`src/source/hbm_axi_pkg.sv`:
```
package hbm_axi_pkg;

  // ========================================
  // bus widths
  // ========================================
  localparam int ADDR_W     = 34;   // memory byte address
  localparam int ID_W       = 6;    // transaction id
  localparam int DATA_W     = 256;  // one beat
  localparam int RESP_W     = 2;    // rresp

  localparam int AXI4_LEN_W = 8;    // host side arlen, up to 256 beats
  localparam int AXI3_LEN_W = 4;    // memory side arlen, up to 16 beats

  // ========================================
  // beat geometry
  // ========================================
  localparam int BEAT_BYTES = DATA_W / 8;  // 32 bytes per beat
  localparam int SUB_BEATS  = 16;          // beats in a full axi3 sub-burst

  // only full-width beats are issued
  localparam logic [2:0] AXSIZE_FULL = 3'd5;

  // ========================================
  // channel payloads
  // ========================================
  typedef struct packed {
    logic [ADDR_W-1:0]     addr;  // first byte of the sub-burst
    logic [ID_W-1:0]       id;    // echoed on every r beat
    logic [AXI3_LEN_W-1:0] len;   // beats minus one
    logic [2:0]            size;  // always AXSIZE_FULL
  } ar_payload_t;

  typedef struct packed {
    logic [DATA_W-1:0] data;
    logic [ID_W-1:0]   id;
    logic [RESP_W-1:0] resp;
    logic              last;      // end of the host burst
  } r_payload_t;

endpackage

```
`src/source/hbm_csr_pkg.sv`:
```
package hbm_csr_pkg;

  // ========================================
  // status bus geometry
  // ========================================
  localparam int CSR_ADDR_W      = 32;   // host byte address
  localparam int CSR_DATA_W      = 32;   // read and write data
  localparam int CSR_DECODE_BITS = 8;    // only low address bits are decoded

  // ========================================
  // register map
  // ========================================
  localparam logic [CSR_DECODE_BITS-1:0] CSR_CTRL_ADDR = 8'h00;  // control and status word

  // bit positions inside the control word
  localparam int CSR_BIT_SOFT_RST = 0;   // r/w, 1 holds the memory in reset
  localparam int CSR_BIT_INIT_LSB = 1;   // r/o, one init-done bit per stack from here up

  // returned for any address outside the map
  localparam logic [CSR_DATA_W-1:0] CSR_BAD_READ = 32'hdead_dead;

endpackage

```
`src/source/hbm_ar_splitter.sv`:
```
module hbm_ar_splitter
  import hbm_axi_pkg::*;
(
  input  logic                  clk,
  input  logic                  rst_n,
  // axi4 ar from the host
  input  logic                  i_ar_valid,
  input  logic [ADDR_W-1:0]     i_ar_addr,
  input  logic [ID_W-1:0]       i_ar_id,
  input  logic [AXI4_LEN_W-1:0] i_ar_len,
  output logic                  o_ar_ready,
  // axi3 sub-bursts toward the memory
  output logic                  o_sub_valid,
  output ar_payload_t           o_sub,
  input  logic                  i_sub_ready,
  // one flag per sub-burst into the rlast filter
  output logic                  o_flag_valid,
  output logic                  o_flag_last,
  input  logic                  i_flag_ready
);

  // address advance between sub-bursts, 512 bytes
  localparam logic [ADDR_W-1:0]     SUB_STEP    = ADDR_W'(SUB_BEATS * BEAT_BYTES);
  localparam logic [AXI4_LEN_W-1:0] SUB_LEN_MAX = AXI4_LEN_W'(SUB_BEATS - 1);
  localparam logic [AXI4_LEN_W-1:0] SUB_LEN_DEC = AXI4_LEN_W'(SUB_BEATS);

  logic                  busy;       // a host burst is being split
  logic [ADDR_W-1:0]     cur_addr;   // address of the next sub-burst
  logic [ID_W-1:0]       cur_id;
  logic [AXI4_LEN_W-1:0] rem_len;    // beats left minus one
  logic                  final_sub;  // the offered sub-burst ends the host burst
  logic                  ar_fire;
  logic                  sub_fire;

  assign final_sub = (rem_len <= SUB_LEN_MAX);

  assign o_ar_ready = ~busy;                  // one host burst at a time
  assign ar_fire    = i_ar_valid & o_ar_ready;

  // offer only with room for the flag, so the push never waits
  assign o_sub_valid = busy & i_flag_ready;
  assign sub_fire    = o_sub_valid & i_sub_ready;

  // ========================================
  // sub-burst payload
  // ========================================
  assign o_sub.addr = cur_addr;
  assign o_sub.id   = cur_id;
  assign o_sub.len  = final_sub ? rem_len[AXI3_LEN_W-1:0] : AXI3_LEN_W'(SUB_BEATS - 1);
  assign o_sub.size = AXSIZE_FULL;            // forced to full width

  // flag travels with the accepted sub-burst
  assign o_flag_valid = sub_fire;
  assign o_flag_last  = final_sub;

  // ========================================
  // burst state
  // ========================================
  always_ff @(posedge clk) begin
    if (!rst_n) begin
      busy <= 1'b0;
    end else if (ar_fire) begin
      busy <= 1'b1;
    end else if (sub_fire && final_sub) begin
      busy <= 1'b0;                           // back to idle after the last piece
    end
  end

  always_ff @(posedge clk) begin
    if (ar_fire) begin
      cur_addr <= i_ar_addr;
      cur_id   <= i_ar_id;
      rem_len  <= i_ar_len;
    end else if (sub_fire) begin
      cur_addr <= cur_addr + SUB_STEP;        // incr bursts only
      rem_len  <= rem_len - SUB_LEN_DEC;      // wraps only on the final piece
    end
  end

endmodule

```
`src/source/hbm_axi_slice.sv`:
```
module hbm_axi_slice #(
  parameter type payload_t = logic
) (
  input  logic     clk,
  input  logic     rst_n,
  // upstream
  input  logic     i_valid,
  input  payload_t i_data,
  output logic     o_ready,
  // downstream
  output logic     o_valid,
  output payload_t o_data,
  input  logic     i_ready
);

  logic     out_valid;   // main register holds a beat
  payload_t out_data;
  logic     skid_valid;  // overflow register holds a beat
  payload_t skid_data;
  logic     in_fire;
  logic     out_free;

  assign o_ready  = ~skid_valid;            // registered, breaks the ready path
  assign in_fire  = i_valid & o_ready;
  assign out_free = ~out_valid | i_ready;   // main register drains or is empty

  assign o_valid = out_valid;
  assign o_data  = out_data;

  // ========================================
  // occupancy
  // ========================================
  always_ff @(posedge clk) begin
    if (!rst_n) begin
      out_valid  <= 1'b0;
      skid_valid <= 1'b0;
    end else if (out_free) begin
      out_valid  <= skid_valid | in_fire;   // refill from skid first
      skid_valid <= 1'b0;                   // skid always empties here
    end else if (in_fire) begin
      skid_valid <= 1'b1;                   // downstream stalled, park the beat
    end
  end

  // payload registers
  always_ff @(posedge clk) begin
    if (out_free) begin
      out_data <= skid_valid ? skid_data : i_data;  // keeps beat order
    end
    if (in_fire && !out_free) begin
      skid_data <= i_data;
    end
  end

endmodule

```
`src/source/hbm_rd_front.sv`:
```
module hbm_rd_front
  import hbm_axi_pkg::*;
  import hbm_csr_pkg::*;
#(
  parameter int NUM_STACKS  = 2,
  parameter int SYNC_STAGES = 2,
  parameter int FLAG_DEPTH  = 8
) (
  input  logic                  clk,
  input  logic                  rst_n,
  // host ar, axi4
  input  logic                  i_ar_valid,
  input  logic [ADDR_W-1:0]     i_ar_addr,
  input  logic [ID_W-1:0]       i_ar_id,
  input  logic [AXI4_LEN_W-1:0] i_ar_len,
  output logic                  o_ar_ready,
  // host r
  output logic                  o_r_valid,
  output logic [DATA_W-1:0]     o_r_data,
  output logic [ID_W-1:0]       o_r_id,
  output logic [RESP_W-1:0]     o_r_resp,
  output logic                  o_r_last,
  input  logic                  i_r_ready,
  // memory ar, axi3
  output logic                  o_mem_ar_valid,
  output logic [ADDR_W-1:0]     o_mem_ar_addr,
  output logic [ID_W-1:0]       o_mem_ar_id,
  output logic [AXI3_LEN_W-1:0] o_mem_ar_len,
  output logic [2:0]            o_mem_ar_size,
  input  logic                  i_mem_ar_ready,
  // memory r
  input  logic                  i_mem_r_valid,
  input  logic [DATA_W-1:0]     i_mem_r_data,
  input  logic [ID_W-1:0]       i_mem_r_id,
  input  logic [RESP_W-1:0]     i_mem_r_resp,
  input  logic                  i_mem_r_last,
  output logic                  o_mem_r_ready,
  // status bus
  input  logic                  i_stat_wr,
  input  logic                  i_stat_rd,
  input  logic [CSR_ADDR_W-1:0] i_stat_addr,
  input  logic [CSR_DATA_W-1:0] i_stat_wdata,
  output logic                  o_stat_ack,
  output logic [CSR_DATA_W-1:0] o_stat_rdata,
  input  logic [NUM_STACKS-1:0] i_init_done,
  output logic                  o_mem_rst_n,
  output logic                  o_hbm_ready
);

  ar_payload_t sub_ar;        // splitter to ar slice
  logic        sub_valid;
  logic        sub_ready;
  ar_payload_t mem_ar;        // ar slice to memory pins
  logic        flag_valid;
  logic        flag_last;
  logic        flag_ready;
  r_payload_t  flt_r;         // filter to r slice
  logic        flt_valid;
  logic        flt_ready;
  r_payload_t  host_r;        // r slice to host pins

  // ========================================
  // status and reset
  // ========================================
  hbm_stat_csr #(
    .NUM_STACKS  (NUM_STACKS),
    .SYNC_STAGES (SYNC_STAGES)
  ) u_stat_csr (
    .clk          (clk),
    .rst_n        (rst_n),
    .i_stat_wr    (i_stat_wr),
    .i_stat_rd    (i_stat_rd),
    .i_stat_addr  (i_stat_addr),
    .i_stat_wdata (i_stat_wdata),
    .o_stat_ack   (o_stat_ack),
    .o_stat_rdata (o_stat_rdata),
    .i_init_done  (i_init_done),
    .o_mem_rst_n  (o_mem_rst_n),
    .o_hbm_ready  (o_hbm_ready)
  );

  // ========================================
  // ar path
  // ========================================
  hbm_ar_splitter u_splitter (
    .clk          (clk),
    .rst_n        (rst_n),
    .i_ar_valid   (i_ar_valid),
    .i_ar_addr    (i_ar_addr),
    .i_ar_id      (i_ar_id),
    .i_ar_len     (i_ar_len),
    .o_ar_ready   (o_ar_ready),
    .o_sub_valid  (sub_valid),
    .o_sub        (sub_ar),
    .i_sub_ready  (sub_ready),
    .o_flag_valid (flag_valid),
    .o_flag_last  (flag_last),
    .i_flag_ready (flag_ready)
  );

  hbm_axi_slice #(.payload_t(ar_payload_t)) u_ar_slice (
    .clk     (clk),
    .rst_n   (rst_n),
    .i_valid (sub_valid),
    .i_data  (sub_ar),
    .o_ready (sub_ready),
    .o_valid (o_mem_ar_valid),
    .o_data  (mem_ar),
    .i_ready (i_mem_ar_ready)
  );

  assign o_mem_ar_addr = mem_ar.addr;
  assign o_mem_ar_id   = mem_ar.id;
  assign o_mem_ar_len  = mem_ar.len;
  assign o_mem_ar_size = mem_ar.size;   // full width from the splitter

  // ========================================
  // r path
  // ========================================
  hbm_rlast_filter #(.FLAG_DEPTH(FLAG_DEPTH)) u_filter (
    .clk           (clk),
    .rst_n         (rst_n),
    .i_flag_valid  (flag_valid),
    .i_flag_last   (flag_last),
    .o_flag_ready  (flag_ready),
    .i_mem_r_valid (i_mem_r_valid),
    .i_mem_r_data  (i_mem_r_data),
    .i_mem_r_id    (i_mem_r_id),
    .i_mem_r_resp  (i_mem_r_resp),
    .i_mem_r_last  (i_mem_r_last),
    .o_mem_r_ready (o_mem_r_ready),
    .o_r_valid     (flt_valid),
    .o_r           (flt_r),
    .i_r_ready     (flt_ready)
  );

  hbm_axi_slice #(.payload_t(r_payload_t)) u_r_slice (
    .clk     (clk),
    .rst_n   (rst_n),
    .i_valid (flt_valid),
    .i_data  (flt_r),
    .o_ready (flt_ready),
    .o_valid (o_r_valid),
    .o_data  (host_r),
    .i_ready (i_r_ready)
  );

  assign o_r_data = host_r.data;
  assign o_r_id   = host_r.id;
  assign o_r_resp = host_r.resp;
  assign o_r_last = host_r.last;

endmodule

```
`src/source/hbm_rlast_filter.sv`:
```
module hbm_rlast_filter
  import hbm_axi_pkg::*;
#(
  parameter int FLAG_DEPTH = 8
) (
  input  logic              clk,
  input  logic              rst_n,
  // flag push from the splitter
  input  logic              i_flag_valid,
  input  logic              i_flag_last,
  output logic              o_flag_ready,
  // axi3 r from the memory
  input  logic              i_mem_r_valid,
  input  logic [DATA_W-1:0] i_mem_r_data,
  input  logic [ID_W-1:0]   i_mem_r_id,
  input  logic [RESP_W-1:0] i_mem_r_resp,
  input  logic              i_mem_r_last,
  output logic              o_mem_r_ready,
  // filtered r toward the host
  output logic              o_r_valid,
  output r_payload_t        o_r,
  input  logic              i_r_ready
);

  localparam int PTR_W = (FLAG_DEPTH > 1) ? $clog2(FLAG_DEPTH) : 1;
  localparam int CNT_W = $clog2(FLAG_DEPTH + 1);

  logic [FLAG_DEPTH-1:0] flag_mem;    // one last flag per sub-burst in flight
  logic [PTR_W-1:0]      wr_ptr;
  logic [PTR_W-1:0]      rd_ptr;
  logic [CNT_W-1:0]      count;
  logic                  fifo_empty;
  logic                  hold_last;
  logic                  push;
  logic                  pop;

  assign fifo_empty   = (count == '0);
  assign o_flag_ready = (count != CNT_W'(FLAG_DEPTH));
  assign push         = i_flag_valid & o_flag_ready;

  // ========================================
  // beat pass-through
  // ========================================
  assign hold_last     = i_mem_r_last & fifo_empty;  // last beat ahead of its flag
  assign o_r_valid     = i_mem_r_valid & ~hold_last;
  assign o_mem_r_ready = i_r_ready & ~hold_last;     // host stall reaches the memory
  assign pop           = i_mem_r_valid & o_mem_r_ready & i_mem_r_last;

  assign o_r.data = i_mem_r_data;
  assign o_r.id   = i_mem_r_id;
  assign o_r.resp = i_mem_r_resp;
  assign o_r.last = i_mem_r_last & flag_mem[rd_ptr];  // masked on inner sub-bursts

  // ========================================
  // flag fifo
  // ========================================
  always_ff @(posedge clk) begin
    if (push) begin
      flag_mem[wr_ptr] <= i_flag_last;
    end
  end

  always_ff @(posedge clk) begin
    if (!rst_n) begin
      wr_ptr <= '0;
      rd_ptr <= '0;
      count  <= '0;
    end else begin
      if (push) begin
        wr_ptr <= (wr_ptr == PTR_W'(FLAG_DEPTH - 1)) ? '0 : wr_ptr + 1'b1;
      end
      if (pop) begin
        rd_ptr <= (rd_ptr == PTR_W'(FLAG_DEPTH - 1)) ? '0 : rd_ptr + 1'b1;
      end
      case ({push, pop})
        2'b10:   count <= count + 1'b1;
        2'b01:   count <= count - 1'b1;
        default: count <= count;          // idle or push and pop together
      endcase
    end
  end

endmodule

```
`src/source/hbm_stat_csr.sv`:
```
module hbm_stat_csr
  import hbm_csr_pkg::*;
#(
  parameter int NUM_STACKS  = 2,
  parameter int SYNC_STAGES = 2
) (
  input  logic                  clk,
  input  logic                  rst_n,
  // status bus
  input  logic                  i_stat_wr,
  input  logic                  i_stat_rd,
  input  logic [CSR_ADDR_W-1:0] i_stat_addr,
  input  logic [CSR_DATA_W-1:0] i_stat_wdata,
  output logic                  o_stat_ack,
  output logic [CSR_DATA_W-1:0] o_stat_rdata,
  // memory status and control
  input  logic [NUM_STACKS-1:0] i_init_done,
  output logic                  o_mem_rst_n,
  output logic                  o_hbm_ready
);

  logic                       wr_q;
  logic                       rd_q;
  logic [CSR_DECODE_BITS-1:0] addr_q;
  logic [CSR_DATA_W-1:0]      wdata_q;
  logic                       ctrl_hit;
  logic                       soft_rst;     // host-held memory reset
  logic [NUM_STACKS-1:0]      init_sync [SYNC_STAGES];
  logic [NUM_STACKS-1:0]      init_done_s;
  logic [CSR_DATA_W-1:0]      ctrl_word;

  // ========================================
  // bus input register
  // ========================================
  always_ff @(posedge clk) begin
    if (!rst_n) begin
      wr_q       <= 1'b0;
      rd_q       <= 1'b0;
      o_stat_ack <= 1'b0;
    end else begin
      wr_q       <= i_stat_wr;
      rd_q       <= i_stat_rd;
      o_stat_ack <= wr_q | rd_q;      // one pulse, two cycles after the strobe
    end
  end

  always_ff @(posedge clk) begin
    addr_q  <= i_stat_addr[CSR_DECODE_BITS-1:0];
    wdata_q <= i_stat_wdata;
  end

  assign ctrl_hit = (addr_q == CSR_CTRL_ADDR);

  // soft reset bit
  always_ff @(posedge clk) begin
    if (!rst_n) begin
      soft_rst <= 1'b0;
    end else if (wr_q && ctrl_hit) begin
      soft_rst <= wdata_q[CSR_BIT_SOFT_RST];
    end
  end

  // read word for csr 0
  always_comb begin
    ctrl_word = '0;
    ctrl_word[CSR_BIT_SOFT_RST] = soft_rst;
    ctrl_word[CSR_BIT_INIT_LSB +: NUM_STACKS] = init_done_s;
  end

  always_ff @(posedge clk) begin
    if (wr_q || rd_q) begin
      o_stat_rdata <= ctrl_hit ? ctrl_word : CSR_BAD_READ;
    end
  end

  // ========================================
  // init done and readiness
  // ========================================
  always_ff @(posedge clk) begin
    if (!rst_n) begin
      for (int s = 0; s < SYNC_STAGES; s++) begin
        init_sync[s] <= '0;
      end
    end else begin
      init_sync[0] <= i_init_done;
      for (int s = 1; s < SYNC_STAGES; s++) begin
        init_sync[s] <= init_sync[s-1];   // shift toward the core
      end
    end
  end

  assign init_done_s = init_sync[SYNC_STAGES-1];

  always_ff @(posedge clk) begin
    if (!rst_n) begin
      o_hbm_ready <= 1'b0;
      o_mem_rst_n <= 1'b0;              // memory held while the system resets
    end else begin
      o_hbm_ready <= &init_done_s;      // every stack must report
      o_mem_rst_n <= ~soft_rst;
    end
  end

endmodule

```
`config.mk`:
```
export PLATFORM = sky130hd
export DESIGN_NAME = hbm_rd_front
export DESIGN_NICKNAME = d
export VERILOG_FILES = /design/src/source/hbm_axi_pkg.sv /design/src/source/hbm_csr_pkg.sv /design/src/source/hbm_ar_splitter.sv /design/src/source/hbm_axi_slice.sv /design/src/source/hbm_rd_front.sv /design/src/source/hbm_rlast_filter.sv /design/src/source/hbm_stat_csr.sv
export SDC_FILE = /design/constraint.sdc
export NUM_CORES = 1
export LEC_CHECK = 0
export CORE_MARGIN = 8
export CORE_UTILIZATION = 38
export DETAILED_ROUTE_END_ITERATION = 10
export DONT_BUFFER_PORTS = 1
export PLACE_DENSITY = 0.61
export REMOVE_ABC_BUFFERS = 1
export SLEW_MARGIN = 20
export SYNTH_ARGS = -nofsm -noshare
export SYNTH_HDL_FRONTEND = slang
export SYNTH_HIERARCHICAL = 1
export SYNTH_SLANG_ARGS = --single-unit
export TNS_END_PERCENT = 50
```
`constraint.sdc`:
```
create_clock -name clk -period 87.6 [get_ports clk]
set_clock_uncertainty 0.1 [all_clocks]
set_input_delay 4.38 -clock clk [delete_from_list [all_inputs] [get_ports clk]]
set_output_delay 4.38 -clock clk [all_outputs]
set_load 0.05 [all_outputs]
```
# [Word level (Yosys, flattened, before mapping)]
# Memory sizes are Yosys's and may differ from the RTL's.
# Index checks and enable logic that the tools add are counted.
[classes] muxes=22 bitwise_logic=26 n_eq_ne=5 magnitude_cmp=4 n_reduce_logical=16 n_addsub=6
[op_table] cell="2-to-1 mux 265 bit" count=1
[op_table] cell="2-to-1 mux 34 bit" count=2
[op_table] cell="2-to-1 mux 47 bit" count=1
[op_table] cell="adder 34 x 10 -> 34 bit (second input constant)" count=1
[op_table] cell="2-to-1 mux 32 bit" count=1
[op_table] cell="2-to-1 mux 8 bit" count=2
[op_table] cell="bitwise AND 1 bit" count=11
[op_table] cell="bitwise mux 8 bit" count=1
[op_table] cell="less-or-equal comparator 8 x 4 -> 1 bit (second input constant)" count=1
[op_table] cell="logical NOT 8 bit" count=1
[op_table] cell="less-than comparator 3 x 4 -> 1 bit (second input constant)" count=2
[op_table] cell="inverter 1 bit" count=8
[op_table] cell="one-hot mux 4 bit (2 select lines)" count=1
[op_table] cell="subtractor 8 x 5 -> 8 bit (second input constant)" count=1
[op_table] cell="bitwise OR 1 bit" count=7
[op_table] cell="adder 3 x 1 -> 3 bit (second input constant)" count=2
[op_table] cell="equality test 3 bit (second input constant)" count=2
[op_table] cell="2-to-1 mux 1 bit" count=6
[op_table] cell="2-to-1 mux 3 bit" count=2
[op_table] cell="nonzero test 2 bit" count=3
[op_table] cell="logical AND 1 bit" count=5
[op_table] cell="adder 4 x 1 -> 4 bit (second input constant)" count=1
[op_table] cell="logical NOT 4 bit" count=1
[op_table] cell="2-to-1 mux 2 bit" count=2
[op_table] cell="12 further kinds" count=14
[word_totals] mem_bits_rw=4 reg_bits=736 wordCells=116 mem_count=1
[memory_table] memory="u_stat_csr.init_sync" words=2 width=2 rd=2 rd_clocked_by_memory_dff=0 wr=2 line="hbm_stat_csr.sv:28" text="logic [NUM_STACKS-1:0] init_sync [SYNC_STAGES];"

# [Depth between registers and ports, before layout]
# Gate-level depths: netlist of the first run.
[logic_depth] ltp_word=8 ltp_mapped=12

# [By module]
# The synthesis of the first run kept the hierarchy.
[modules_own_cells] module="hbm_axi_slice (u_r_slice)" area_per_inst_um2=20050.5 instances=1 cells_per_inst=833
[modules_own_cells] module="hbm_axi_slice (u_ar_slice)" area_per_inst_um2=3723.6 instances=1 cells_per_inst=155
[modules_own_cells] module="hbm_rlast_filter" area_per_inst_um2=2970.3 instances=1 cells_per_inst=355
[modules_own_cells] module="hbm_ar_splitter" area_per_inst_um2=2513.7 instances=1 cells_per_inst=230
[modules_own_cells] module="hbm_stat_csr" area_per_inst_um2=852.1 instances=1 cells_per_inst=73

# [Least setup slack after synthesis of the first run]
# OpenSTA, ideal clock, no wires.
[synth_timing] path_type="input to register" start="in i_r_ready" end="reg u_r_slice/skid_data[0] (netlist name) (enable)" n_path_buf=0 required_time_ps=82056 arrival_ps=38319 setup_time_ps=5444 cell_stages=2 path_slack_ps=43737 cell_sequence="nand2b_1 > nor3b_1"
[synth_between] elab_chain_cells=3
[synth_lines] element="start: declaration" line="hbm_rd_front.sv:23" text="input logic i_r_ready,"
[synth_lines] element="bitwise OR 1 bit" line="hbm_axi_slice.sv:25" text="assign out_free = ~out_valid | i_ready;"
[synth_lines] element="logical NOT 1 bit" line="hbm_axi_slice.sv:50" text="if (in_fire && !out_free) begin"
[synth_lines] element="logical AND 1 bit" line="hbm_axi_slice.sv:50"
[synth_lines] element="end signal: assignment" line="hbm_axi_slice.sv:51" text="skid_data <= i_data;"
[synth_lines] element="end: declaration" line="hbm_axi_slice.sv:19" text="payload_t skid_data;"
# Every way passes these cells.
# A chain may end at the register's enable or synchronous reset.

# [Final worst setup path of the first run]
[layout_timing] start="in i_mem_r_last" end="out o_mem_r_ready"
[layout_between] elab_chain_cells=3
[layout_lines] element="start: declaration" line="hbm_rd_front.sv:36" text="input logic i_mem_r_last,"
[layout_lines] element="bitwise AND 1 bit" line="hbm_rlast_filter.sv:44" text="assign hold_last = i_mem_r_last & fifo_empty;"
[layout_lines] element="inverter 1 bit" line="hbm_rlast_filter.sv:46" text="assign o_mem_r_ready = i_r_ready & ~hold_last;"
[layout_lines] element="bitwise AND 1 bit" line="hbm_rlast_filter.sv:46"
[layout_lines] element="end: declaration" line="hbm_rd_front.sv:37" text="output logic o_mem_r_ready,"
# Every way passes these cells.

==> results of run 1 <==
==> worst register-to-register path, stage by stage, from the launching register on <==
cell and delay (ns):
dfxtp_1 0.70, nand2b_4 0.53, nor3b_2 0.34, buf_4 0.84, buf_4 0.91
==> power by group through the flow <==
stage / clock (mW) / sequential (mW) / combinational [mW]
2_1_floorplan: 0 / 0.483 / 0.0326
3_3_place_gp: 0 / 0.482 / 0.0402
3_5_place_dp: 0 / 0.482 / 0.0415
4_1_cts: 0.332 / 0.475 / 0.0417
5_1_grt: 0.343 / 0.477 / 0.0446
6_report: 0.321 / 0.474 / 0.0412
==> metal layers <==
layer / track usage, % / up-vias / wire, microns
met5: 0 / - / 117
met3: 9.85 / 128 / 9910
met2: 23.4 / 566 / 32300
li1: - / 5390 / -
met1: 14.1 / 6081 / 22200
met4: 5.36 / 18 / 1950
==> flip-flops by register name (all words and copies together), names as in the netlist, 8 cells and up <==
name,cells
u_r_slice/o_data,265
u_r_slice/skid_data,265
u_ar_slice/o_data,47
u_ar_slice/skid_data,47
u_splitter/cur_addr,34
u_filter/flag_mem,8
u_splitter/rem_len,8
u_stat_csr/addr_q,8
==> layout by cell type (no fill, tap or decap), types with 4 or more instances in the layout <==
cell	netlist	final
a21oi_1	6	6
a31oi_1	11	11
and2_1	27	27
and3_1	8	8
buf_12	5	4
buf_4	295	13
bufinv_16	0	7
clkbuf_1	8	9
clkbuf_16	0	77
clkinv_1	1	16
clkinv_2	0	14
clkinvlp_4	0	4
conb_1	3	12
dfxtp_1	34	32
diode_2	0	8
edfxtp_1	684	684
ha_1	10	10
inv_1	10	10
mux2_2	64	64
mux2_4	248	248
mux2i_1	4	4
nand2_1	36	36
nand2b_1	10	8
nand3_1	15	15
nand4_1	5	5
nor2_1	23	23
nor3_1	7	6
o21ai_0	15	15
o21ai_1	5	5
o31ai_1	8	8
or4_1	10	10
xnor2_1	8	8
xor2_1	8	8
==> through the flow <==
stage / util [%] / instance area (sq um) / worst slack [ns] / cells / hold WS (ns)
after floorplan: - / 27400 / 35.80 / 1311 / 0.306
after global placement: 36.8 / 29000 / 78.06 / 2379 / 0.317
after detailed placement: 36.8 / 29000 / 78.04 / 2379 / 0.321
after CTS: 40.0 / 31500 / 78.04 / 2516 / 0.331
after global routing: 40.0 / 31500 / 78.02 / 2522 / 0.346
final: 40.0 / 31500 / 78.04 / 2524 / 0.332
==> worst max path at each step <==
stage	depth (start not counted)	start	end	slack [ns]
after floorplan	1	u_r_slice/skid_valid	u_r_slice/skid_data[0]	35.80
after global placement	2	i_mem_r_last	o_mem_r_ready	78.06
after detailed placement	2	i_mem_r_last	o_mem_r_ready	78.04
after CTS	2	i_mem_r_last	o_mem_r_ready	78.04
after global routing	2	i_mem_r_last	o_mem_r_ready	78.02
final	2	i_mem_r_last	o_mem_r_ready	78.04
==> kinds of logic (layout without fill, tap and decap cells) <==
kind of cell	Yosys count	count (layout)	synth area share, %
AOI/OAI and AO/OA	54	54	1.15
xor gates and xnor gates	16	16	0.465
adders and majority gates	11	11	0.482
buffers and inverters	355	166	9.14
DFF	718	718	70.5
muxes	318	318	15.0
other	3	20	0.0374
and+or+nand+nor	171	171	3.21
==> final cells by class <==
| type | count | area [sq um] |
|---|---|---|
| flip-flops and latches | 718 | 21200 |
| multi-input cells | 582 | 6200 |
| inverters | 11 | 41.3 |
| fillers | 6978 | 47200 |
| clock inverters | 51 | 549 |
| well taps | 1050 | 1310 |
| clock buffers | 86 | 1960 |
| diodes | 8 | 20.0 |
| repair buffers | 18 | 189 |
==> summary.md, run 1 <==
| Metric | Value |
|---|---|
| Status | `completed` |
| Setup TNS | `0 ns` |
| Switching Share | `27.2%` |
| CP max stage delay | `0.35 ns` |
| Hold Buf Count CTS | `0` |
| Largest net degree at the start of global routing | `138` |
| Register-to-Register Path Depth | `4` |
| Dominant cells by area after synthesis | `edfxtp_1, mux2_4, buf_4` |
| Hold Path Origin | `u_stat_csr/init_sync[0][1]` |
| Post-route ant nets | `0` |
| Slew margin rel. | `28.7%` |
| Setup crit end kind | `primary output` |
| Synth cell count leaders | `edfxtp_1, buf_4, mux2_4` |
| Startpoint types | `input pin` |
| Die area | `0.0885 sq mm` |
| Combinational Power Share | `4.9%` |
| Clock tree buffer depth | `3` |
| Grt ovf | `0` |
| Sequential share of the synthesized area | `70.5%` |
| GPL Wtd Cong | `0.802` |
| Fin crit period | `9.56 ns` |
| Syn Area/Cell | `18.3 sq um` |
| Post-route DRC | `0` |
| Reg2reg end | `u_r_slice/skid_data[248]` |
| Post-CTS sizing | `0` |
| Post-synth top area share | `68.2%` |
| R2R Setup Slk | `83.76 ns` |
| DR pass1 iterations | `5` |
| Synth async-reset ratio | `0%` |
| Clk slew on worst S/H paths | `0.06 ns` |
| Reg2reg start | `u_r_slice/o_valid` |
| P&R area growth vs syn | `4.61%` |
| Power Density | `26.6 mW/mm^2` |
| Core area | `0.0787 sq mm` |
| Area leader, netlist | `edfxtp_1` |
| Via count | `12200` |
| CP bufs+invs | `0` |
| Cell row count | `103` |
| NetSw | `0.228 mW` |
| Antenna violations before repair | `14` |
| CP delay by family, top | `simple AND/OR/NAND/NOR gates` |
| First-pass GRT wire length | `94300 microns` |
| CP max stage cell | `or3b_1` |
| P_int | `0.609 mW` |
| Vias in the first global route | `12700` |
| IO buf count | `0` |
| Synthesized area | `0.0301 sq mm` |
| Clock sinks | `718` |
| Wire per inst | `26.3 microns` |
| Register share of total power | `56.7%` |
| Worst path required time | `83.12 ns` |
| H-tree depth | `3` |
| Post-synth EDFFs | `684` |
| Syn Inst Count | `1646` |
| Maximum vdd drop | `0.0150 mV` |
| HP Class | `reg2reg` |
| Fmax | `0.105 GHz` |
| Num CTS Buffers | `77` |
| Ports | `738` |
| GRT Overall Usage | `14.3%` |
| Via density | `4.83` |
| HPWL Detailed | `46800 microns` |
| Final-stage net count | `1806` |
| Tot Pwr | `0.837 mW` |
| Fin crit share | `10.9%` |
| Final WL | `66500 microns` |
| Worst Max-Slew Pin Slew | `1.08 ns` |
| CTS tree | `built` |
| Width of the die | `297 microns` |
| #FFs+latches synth | `718` |
| Hold path cells | `1` |
| Final Max Slew Viols | `0` |
| Ys flop type | `edfxtp_1` |
| Arrival time at the worst endpoint | `5.08 ns` |
| Clock power share | `38.4%` |
| Clk_lat worst skew | `0.61 ns` |
| WS Path Type | `in2out` |
| Warnings from Yosys | `6` |
| Share of cells above drive strength 1 | `32.0%` |
| Fin. Hold Viols | `0` |
| Initial drt markers | `982` |
| Post-synthesis cell type count | `59` |
| Most common cell in the netlist | `edfxtp_1` |
| RSZ-0062 raised after global routing | `no` |
| Final setup vio count | `0` |
| CP max FO | `3` |
| Min-Delay Endpoint | `u_stat_csr/init_sync[0][3]` |
| Leak Pwr | `10.8 nW` |
| CP Cell Sequence | `or3b_1, and2_1` |
| Initial Util | `38.2%` |
| Die height | `297 microns` |
| Post-CTS Setup Bufs | `0` |
| Max-cap viol count | `0` |
| CTS Root Cell | `clkbuf_16` |
Power figures use the tool's default switching activity.
==> run 2: changes to the inputs <==
- clock period: 87.6 -> 8.8 ns (I/O delays scaled with it)
==> run 2 against run 1 <==
Against the previous run: via count rose by 12%; cell area rose by 11%; clock-buffer cell count grew 12; highest routed layer unchanged; sequential power grew to 10 times the previous value; first-iteration DRC count shrank 6.5%.
==> summary.md, run 2 (synthesis gave the netlist of run 1 again) <==
| Metric | Value |
|---|---|
| Status | `completed` |
| Via count | `13600` |
| Fin crit period | `3.74 ns` |
| Worst path required time | `8.92 ns` |
| R2R Setup Slk | `5.06 ns` |
| Non-Filler Instances | `2853` |
| Wire per inst | `24.2 microns` |
| Final Max Slew Viols | `0` |
| GPL Wtd Cong | `0.801` |
| Startpoint types | `flop` |
| Die height | `297 microns` |
| Arrival time at the worst endpoint | `3.86 ns` |
| Reg2reg end | `u_r_slice/skid_data[240]` |
| First-pass GRT wire length | `101000 microns` |
| CTS Root Cell | `clkbuf_16` |
| Initial Util | `38.2%` |
| Most common cell after layout, fill and taps aside | `edfxtp_1` |
| Final Cell Area | `0.0348 sq mm` |
| Clk_lat worst skew | `0.61 ns` |
| Clock tree buffer depth | `3` |
| Final setup vio count | `0` |
| Cell row count | `103` |
| Ports | `738` |
| Width of the die | `297 microns` |
| HPWL Detailed | `46500 microns` |
| Final-stage net count | `2134` |
| Clock sinks | `718` |
| Post-route DRC | `0` |
| Maximum vdd drop | `0.195 mV` |
| WS Path Type | `reg2reg` |
| Die area | `0.0885 sq mm` |
| Largest net degree at the start of global routing | `151` |
| Reg2reg start | `u_r_slice/o_valid` |
| CTS tree | `built` |
| Grt ovf | `0` |
| Fmax | `0.267 GHz` |
| H-tree depth | `3` |
| Fin. Hold Viols | `0` |
| Critical Path Start | `u_r_slice/o_valid` |
| Leak Pwr | `12.2 nW` |
| Setup TNS | `0 ns` |
| Setup crit end kind | `flop` |
| Clk slew on worst S/H paths | `0.06 ns` |
| CP max FO | `78` |
| Initial drt markers | `918` |
| RSZ-0062 raised after global routing | `no` |
| Hold Path Origin | `i_ar_addr[22]` |
| Worst Max-Slew Pin Slew | `1.09 ns` |
| Post-route ant nets | `0` |
| Final WL | `69100 microns` |
| Placed cell area | `0.0290 sq mm` |
| Antenna violations before repair | `5` |
| Max-cap viol count | `0` |
| Seq. cell area | `0.0212 sq mm` |
| GRT Overall Usage | `15.0%` |
| Post-Place Cells | `2377` |
| P&R area growth vs syn | `15.7%` |
| DR pass1 iterations | `4` |
| Fillers | `6684` |
| Via density | `4.78` |
| Slew margin rel. | `27.1%` |
| HP Class | `in2reg` |
| Critical path destination | `u_r_slice/skid_data[240]` |
| Power Density | `244 mW/mm^2` |
| Share of cells above drive strength 1 | `26.1%` |
| Vias in the first global route | `14400` |
| Fin crit share | `42.5%` |
| Num CTS Buffers | `78` |
| Core area | `0.0787 sq mm` |
| Register-to-Register Path Depth | `4` |
| Multi-input logic area | `0.00620 sq mm` |
| Commonest cells after routing, fill and taps aside | `edfxtp_1, dlygate4sd3_1, mux2_4, clkbuf_16, mux2_2` |
| IO buf count | `0` |
## run 2: cell count changes in the layout (fill, tap and decap cells not counted), sizes merged
cell / change
dlygate4sd3: +329
buf: -2
clkinvlp: -1
inv: -1
clkbuf: +12
diode: -4
bufinv: -2
clkinv: -2
## run 2: power by group
part / switching [mW] / leakage [nW] / internal [mW]
sequential: 0.684 / 6.92 / 4.03
combinational: 0.278 / 4.06 / 0.284
clock: 1.37 / 1.24 / 1.85
## run 2: timing repair
item / CTS / global route
hold buffers: 329 / 0
gates resized for setup: 0 / 0
hold endpoints to repair: 610 / 0
buffers inserted: 0 / 0
## run 2: metal layers
| metal | routed length (microns) | up-vias | global-route usage, % |
|---|---|---|---|
| met5 | 55 | - | 0 |
| li1 | - | 6053 | - |
| met1 | 26200 | 6892 | 16.9 |
| met4 | 1620 | 8 | 4.32 |
| met2 | 34500 | 586 | 25.7 |
| met3 | 6690 | 102 | 6.35 |
## run 2: final cells by class
cell class | count | area share [%]
well taps | 1050 | 3.77
clock inverters | 45 | 1.39
multi-input cells | 582 | 17.8
clock buffers | 98 | 5.97
diodes | 4 | 0.0287
repair buffers | 345 | 10.0
flip-flops and latches | 718 | 60.9
inverters | 11 | 0.119
## run 2: critical path, stage by stage, from the launching register on
cell and delay [ns]:
dfxtp_1 0.70, nand2b_4 0.55, nor3b_2 0.36, buf_4 0.60
buf_4 0.89
## run 2: worst min-delay path by stage
stage                                  to  slack [ns]  depth (start not counted)
3_3_place_gp   u_stat_csr/init_sync[0][3]        0.32                          1
6_report          u_splitter/cur_addr[22]        0.09                          2
3_5_place_dp   u_stat_csr/init_sync[0][3]        0.33                          1
5_1_grt           u_splitter/cur_addr[22]        0.06                          2
4_1_cts              u_r_slice/skid_valid        0.03                          3
2_1_floorplan      u_stat_csr/o_mem_rst_n        0.31                          1
## run 2: stage by stage
step / utilization [%] / power [mW] / hold slack [ns] / setup WS, ns
final: 44.2 / 8.50 / 0.0931 / 5.06
after global routing: 44.2 / 8.81 / 0.0552 / 4.81
after CTS: 44.2 / 8.62 / 0.0280 / 4.98
after detailed placement: 36.8 / 5.21 / 0.328 / 4.99
after global placement: 36.8 / 5.19 / 0.317 / 5.05
after floorplan: - / 5.13 / 0.306 / -43.00
==> run 3: changes to the inputs <==
- ABC_AREA: default -> 1
- clock period: 8.8 -> 3.75 ns (I/O delays scaled with it)
==> run 3 against run 2 <==
Against the previous run: die area fell by 1.7%; utilization increased by 0.16 points; global-route usage grew 1.2 points; sequential power rose by 140%; cell count is 28% higher; via count grew 25%; worst setup slack worse by 3.7 ns; area after synthesis decreased by 1.8%; critical path depth unchanged; critical endpoint is now u_r_slice/skid_data[46].
==> summary.md, run 3 <==
| Metric | Value |
|---|---|
| Status | `completed` |
| Final Cell Area | `0.0343 sq mm` |
| Tot Pwr | `19.9 mW` |
| H-tree depth | `3` |
| Hold Path Origin | `i_stat_wdata[0]` |
| Max-cap viol count | `0` |
| Post-CTS sizing | `0` |
| Largest net degree at the start of global routing | `171` |
| Worst path required time | `3.93 ns` |
| Slew margin rel. | `36.9%` |
| Placed cell area | `0.0285 sq mm` |
| WS Path Type | `reg2reg` |
| Post-route ant nets | `0` |
| Share of cells above drive strength 1 | `6.43%` |
| Final-stage net count | `2938` |
| Met1 Use GR | `17.9%` |
| Most common cell in the netlist | `nand2_1` |
| Fillers | `6833` |
| Grt ovf | `0` |
| Ys flop type | `edfxtp_1` |
| Core area | `0.0772 sq mm` |
| Post-synth EDFFs | `684` |
| Hold Slack | `0.0463 ns` |
| HP Class | `in2reg` |
| First-pass GRT wire length | `109000 microns` |
| Area leader, netlist | `edfxtp_1` |
| Worst Max-Slew Pin Slew | `0.947 ns` |
| Final Max Slew Viols | `0` |
| HPWL Detailed | `48700 microns` |
| Initial drt markers | `1402` |
| Fin crit share | `64.3%` |
| Synthesized area | `0.0296 sq mm` |
| Clock sinks | `718` |
| Post-route DRC | `0` |
| Maximum vdd drop | `0.392 mV` |
| Synth async-reset ratio | `0%` |
| Post-synthesis cell type count | `35` |
| Wire per inst | `20.3 microns` |
| Syn Inst Count | `2463` |
| Pre-CTS setup slack | `1.27 ns` |
| Worst setup margin | `1.34 ns` |
| Post-synth top area share | `69.5%` |
| Ports | `738` |
| Critical Path Start | `u_r_slice/o_valid` |
| Synth cell count leaders | `nand2_1, edfxtp_1, buf_4` |
| Fin. Hold Viols | `0` |
| DR pass1 iterations | `5` |
| CTS Root Cell | `clkbuf_16` |
| Vias in the first global route | `17400` |
| Die height | `295 microns` |
| Setup TNS | `0 ns` |
| Commonest cells after routing, fill and taps aside | `nand2_1, edfxtp_1, dlygate4sd3_1, clkbuf_16, inv_1` |
| Clock tree buffer depth | `3` |
| Via count | `17100` |
| Leak Pwr | `13.5 nW` |
| CP max FO | `51` |
| Sequential share of the synthesized area | `71.8%` |
| Fmax | `0.415 GHz` |
| Clk slew on worst S/H paths | `0.06 ns` |
| Setup crit end kind | `flop` |
| Clk_lat worst skew | `0.61 ns` |
| P&R area growth vs syn | `16.0%` |
| Met2 Resource Use GR | `28.0%` |
| #FFs+latches synth | `718` |
| Num CTS Buffers | `76` |
| RSZ-0062 raised after global routing | `no` |
| IO buf count | `0` |
| M3 GR Usage | `6.10%` |
| GPL Wtd Cong | `0.878` |
| Die area | `0.0870 sq mm` |
| Layer with the highest usage | `met2` |
| Final setup vio count | `0` |
| GRT Overall Usage | `16.2%` |
| Startpoint types | `flop` |
| Initial Util | `38.3%` |
| Warnings from Yosys | `6` |
| Antenna violations before repair | `11` |
| Syn Area/Cell | `12.0 sq um` |
| Final WL | `74200 microns` |
| Fin crit period | `2.41 ns` |
| CTS tree | `built` |
| Width of the die | `295 microns` |
| Reg2reg start | `u_r_slice/o_valid` |
| Most common cell after layout, fill and taps aside | `nand2_1` |
| Cell row count | `102` |
| Arrival time at the worst endpoint | `2.59 ns` |
| Power Density | `580 mW/mm^2` |
| Via density | `4.68` |
| Dominant cells by area after synthesis | `edfxtp_1, nand2_1, buf_4` |
==> run 3: stage by stage <==
step | utilization (%) | cells
after floorplan | - | 2099
after global placement | 36.9 | 3162
after detailed placement | 36.9 | 3162
after CTS | 44.4 | 3639
after global routing | 44.4 | 3642
final | 44.4 | 3647
==> run 3: cells by family (layout without fill, tap and decap cells) <==
logic type                 Yosys count  after routing  synth area share [%]
and+or+nand+nor                   1228           1228                  16.3
DFF                                718            718                  71.8
buffers and inverters              453            580                  10.5
AOI/OAI and AO/OA                   43             43                 0.766
adders and majority gates           11             11                 0.491
xor gates and xnor gates             7              7                 0.207
other                                3             20                0.0381
==> run 3: where the power goes <==
group	total, mW	switching (mW)	internal (mW)	leakage (nW)
combinational	1.35	0.848	0.499	5.38
sequential	11.3	1.76	9.55	6.94
clock	7.23	3.12	4.11	1.14
==> run 3: final timing paths <==
kind                                endpoint  slack, ns  depth (start not counted)
hold / removal         u_stat_csr/wdata_q[0]       0.05                          1
hold reg to reg   u_stat_csr/init_sync[0][2]       0.31                          2
setup reg to reg     u_r_slice/skid_data[46]       1.34                          4
setup / recovery     u_r_slice/skid_data[46]       1.34                          4
==> run 3: what timing repair did <==
item,CTS,global route
hold buffers,340,0
hold endpoints to repair,629,0
buffers inserted,0,0
==> run 3: layer usage <==
layer	part of all wire [%]	vias up
li1	-	7967
met1	36	8162
met2	49	783
met3	11	160
met4	3.8	14
met5	0.11	-
==> run 3: final cells by class <==
class	count	area (sq um)	share of cell area (%)
inverter	80	308	0.898
timing repair buffer	363	3730	10.9
clock buffer	105	2070	6.05
multi-input combinational	1301	5310	15.5
antenna	8	20.0	0.0584
clock inverter	32	320	0.934
sequential	718	21200	61.9
tap	1040	1300	3.80
==> run 3: worst max-delay path: stages (launching register included) <==
cell	delay, ns
dfxtp_1	0.71
nand2_4	0.33
nor2_4	0.25
buf_12	0.31
buf_12	0.31
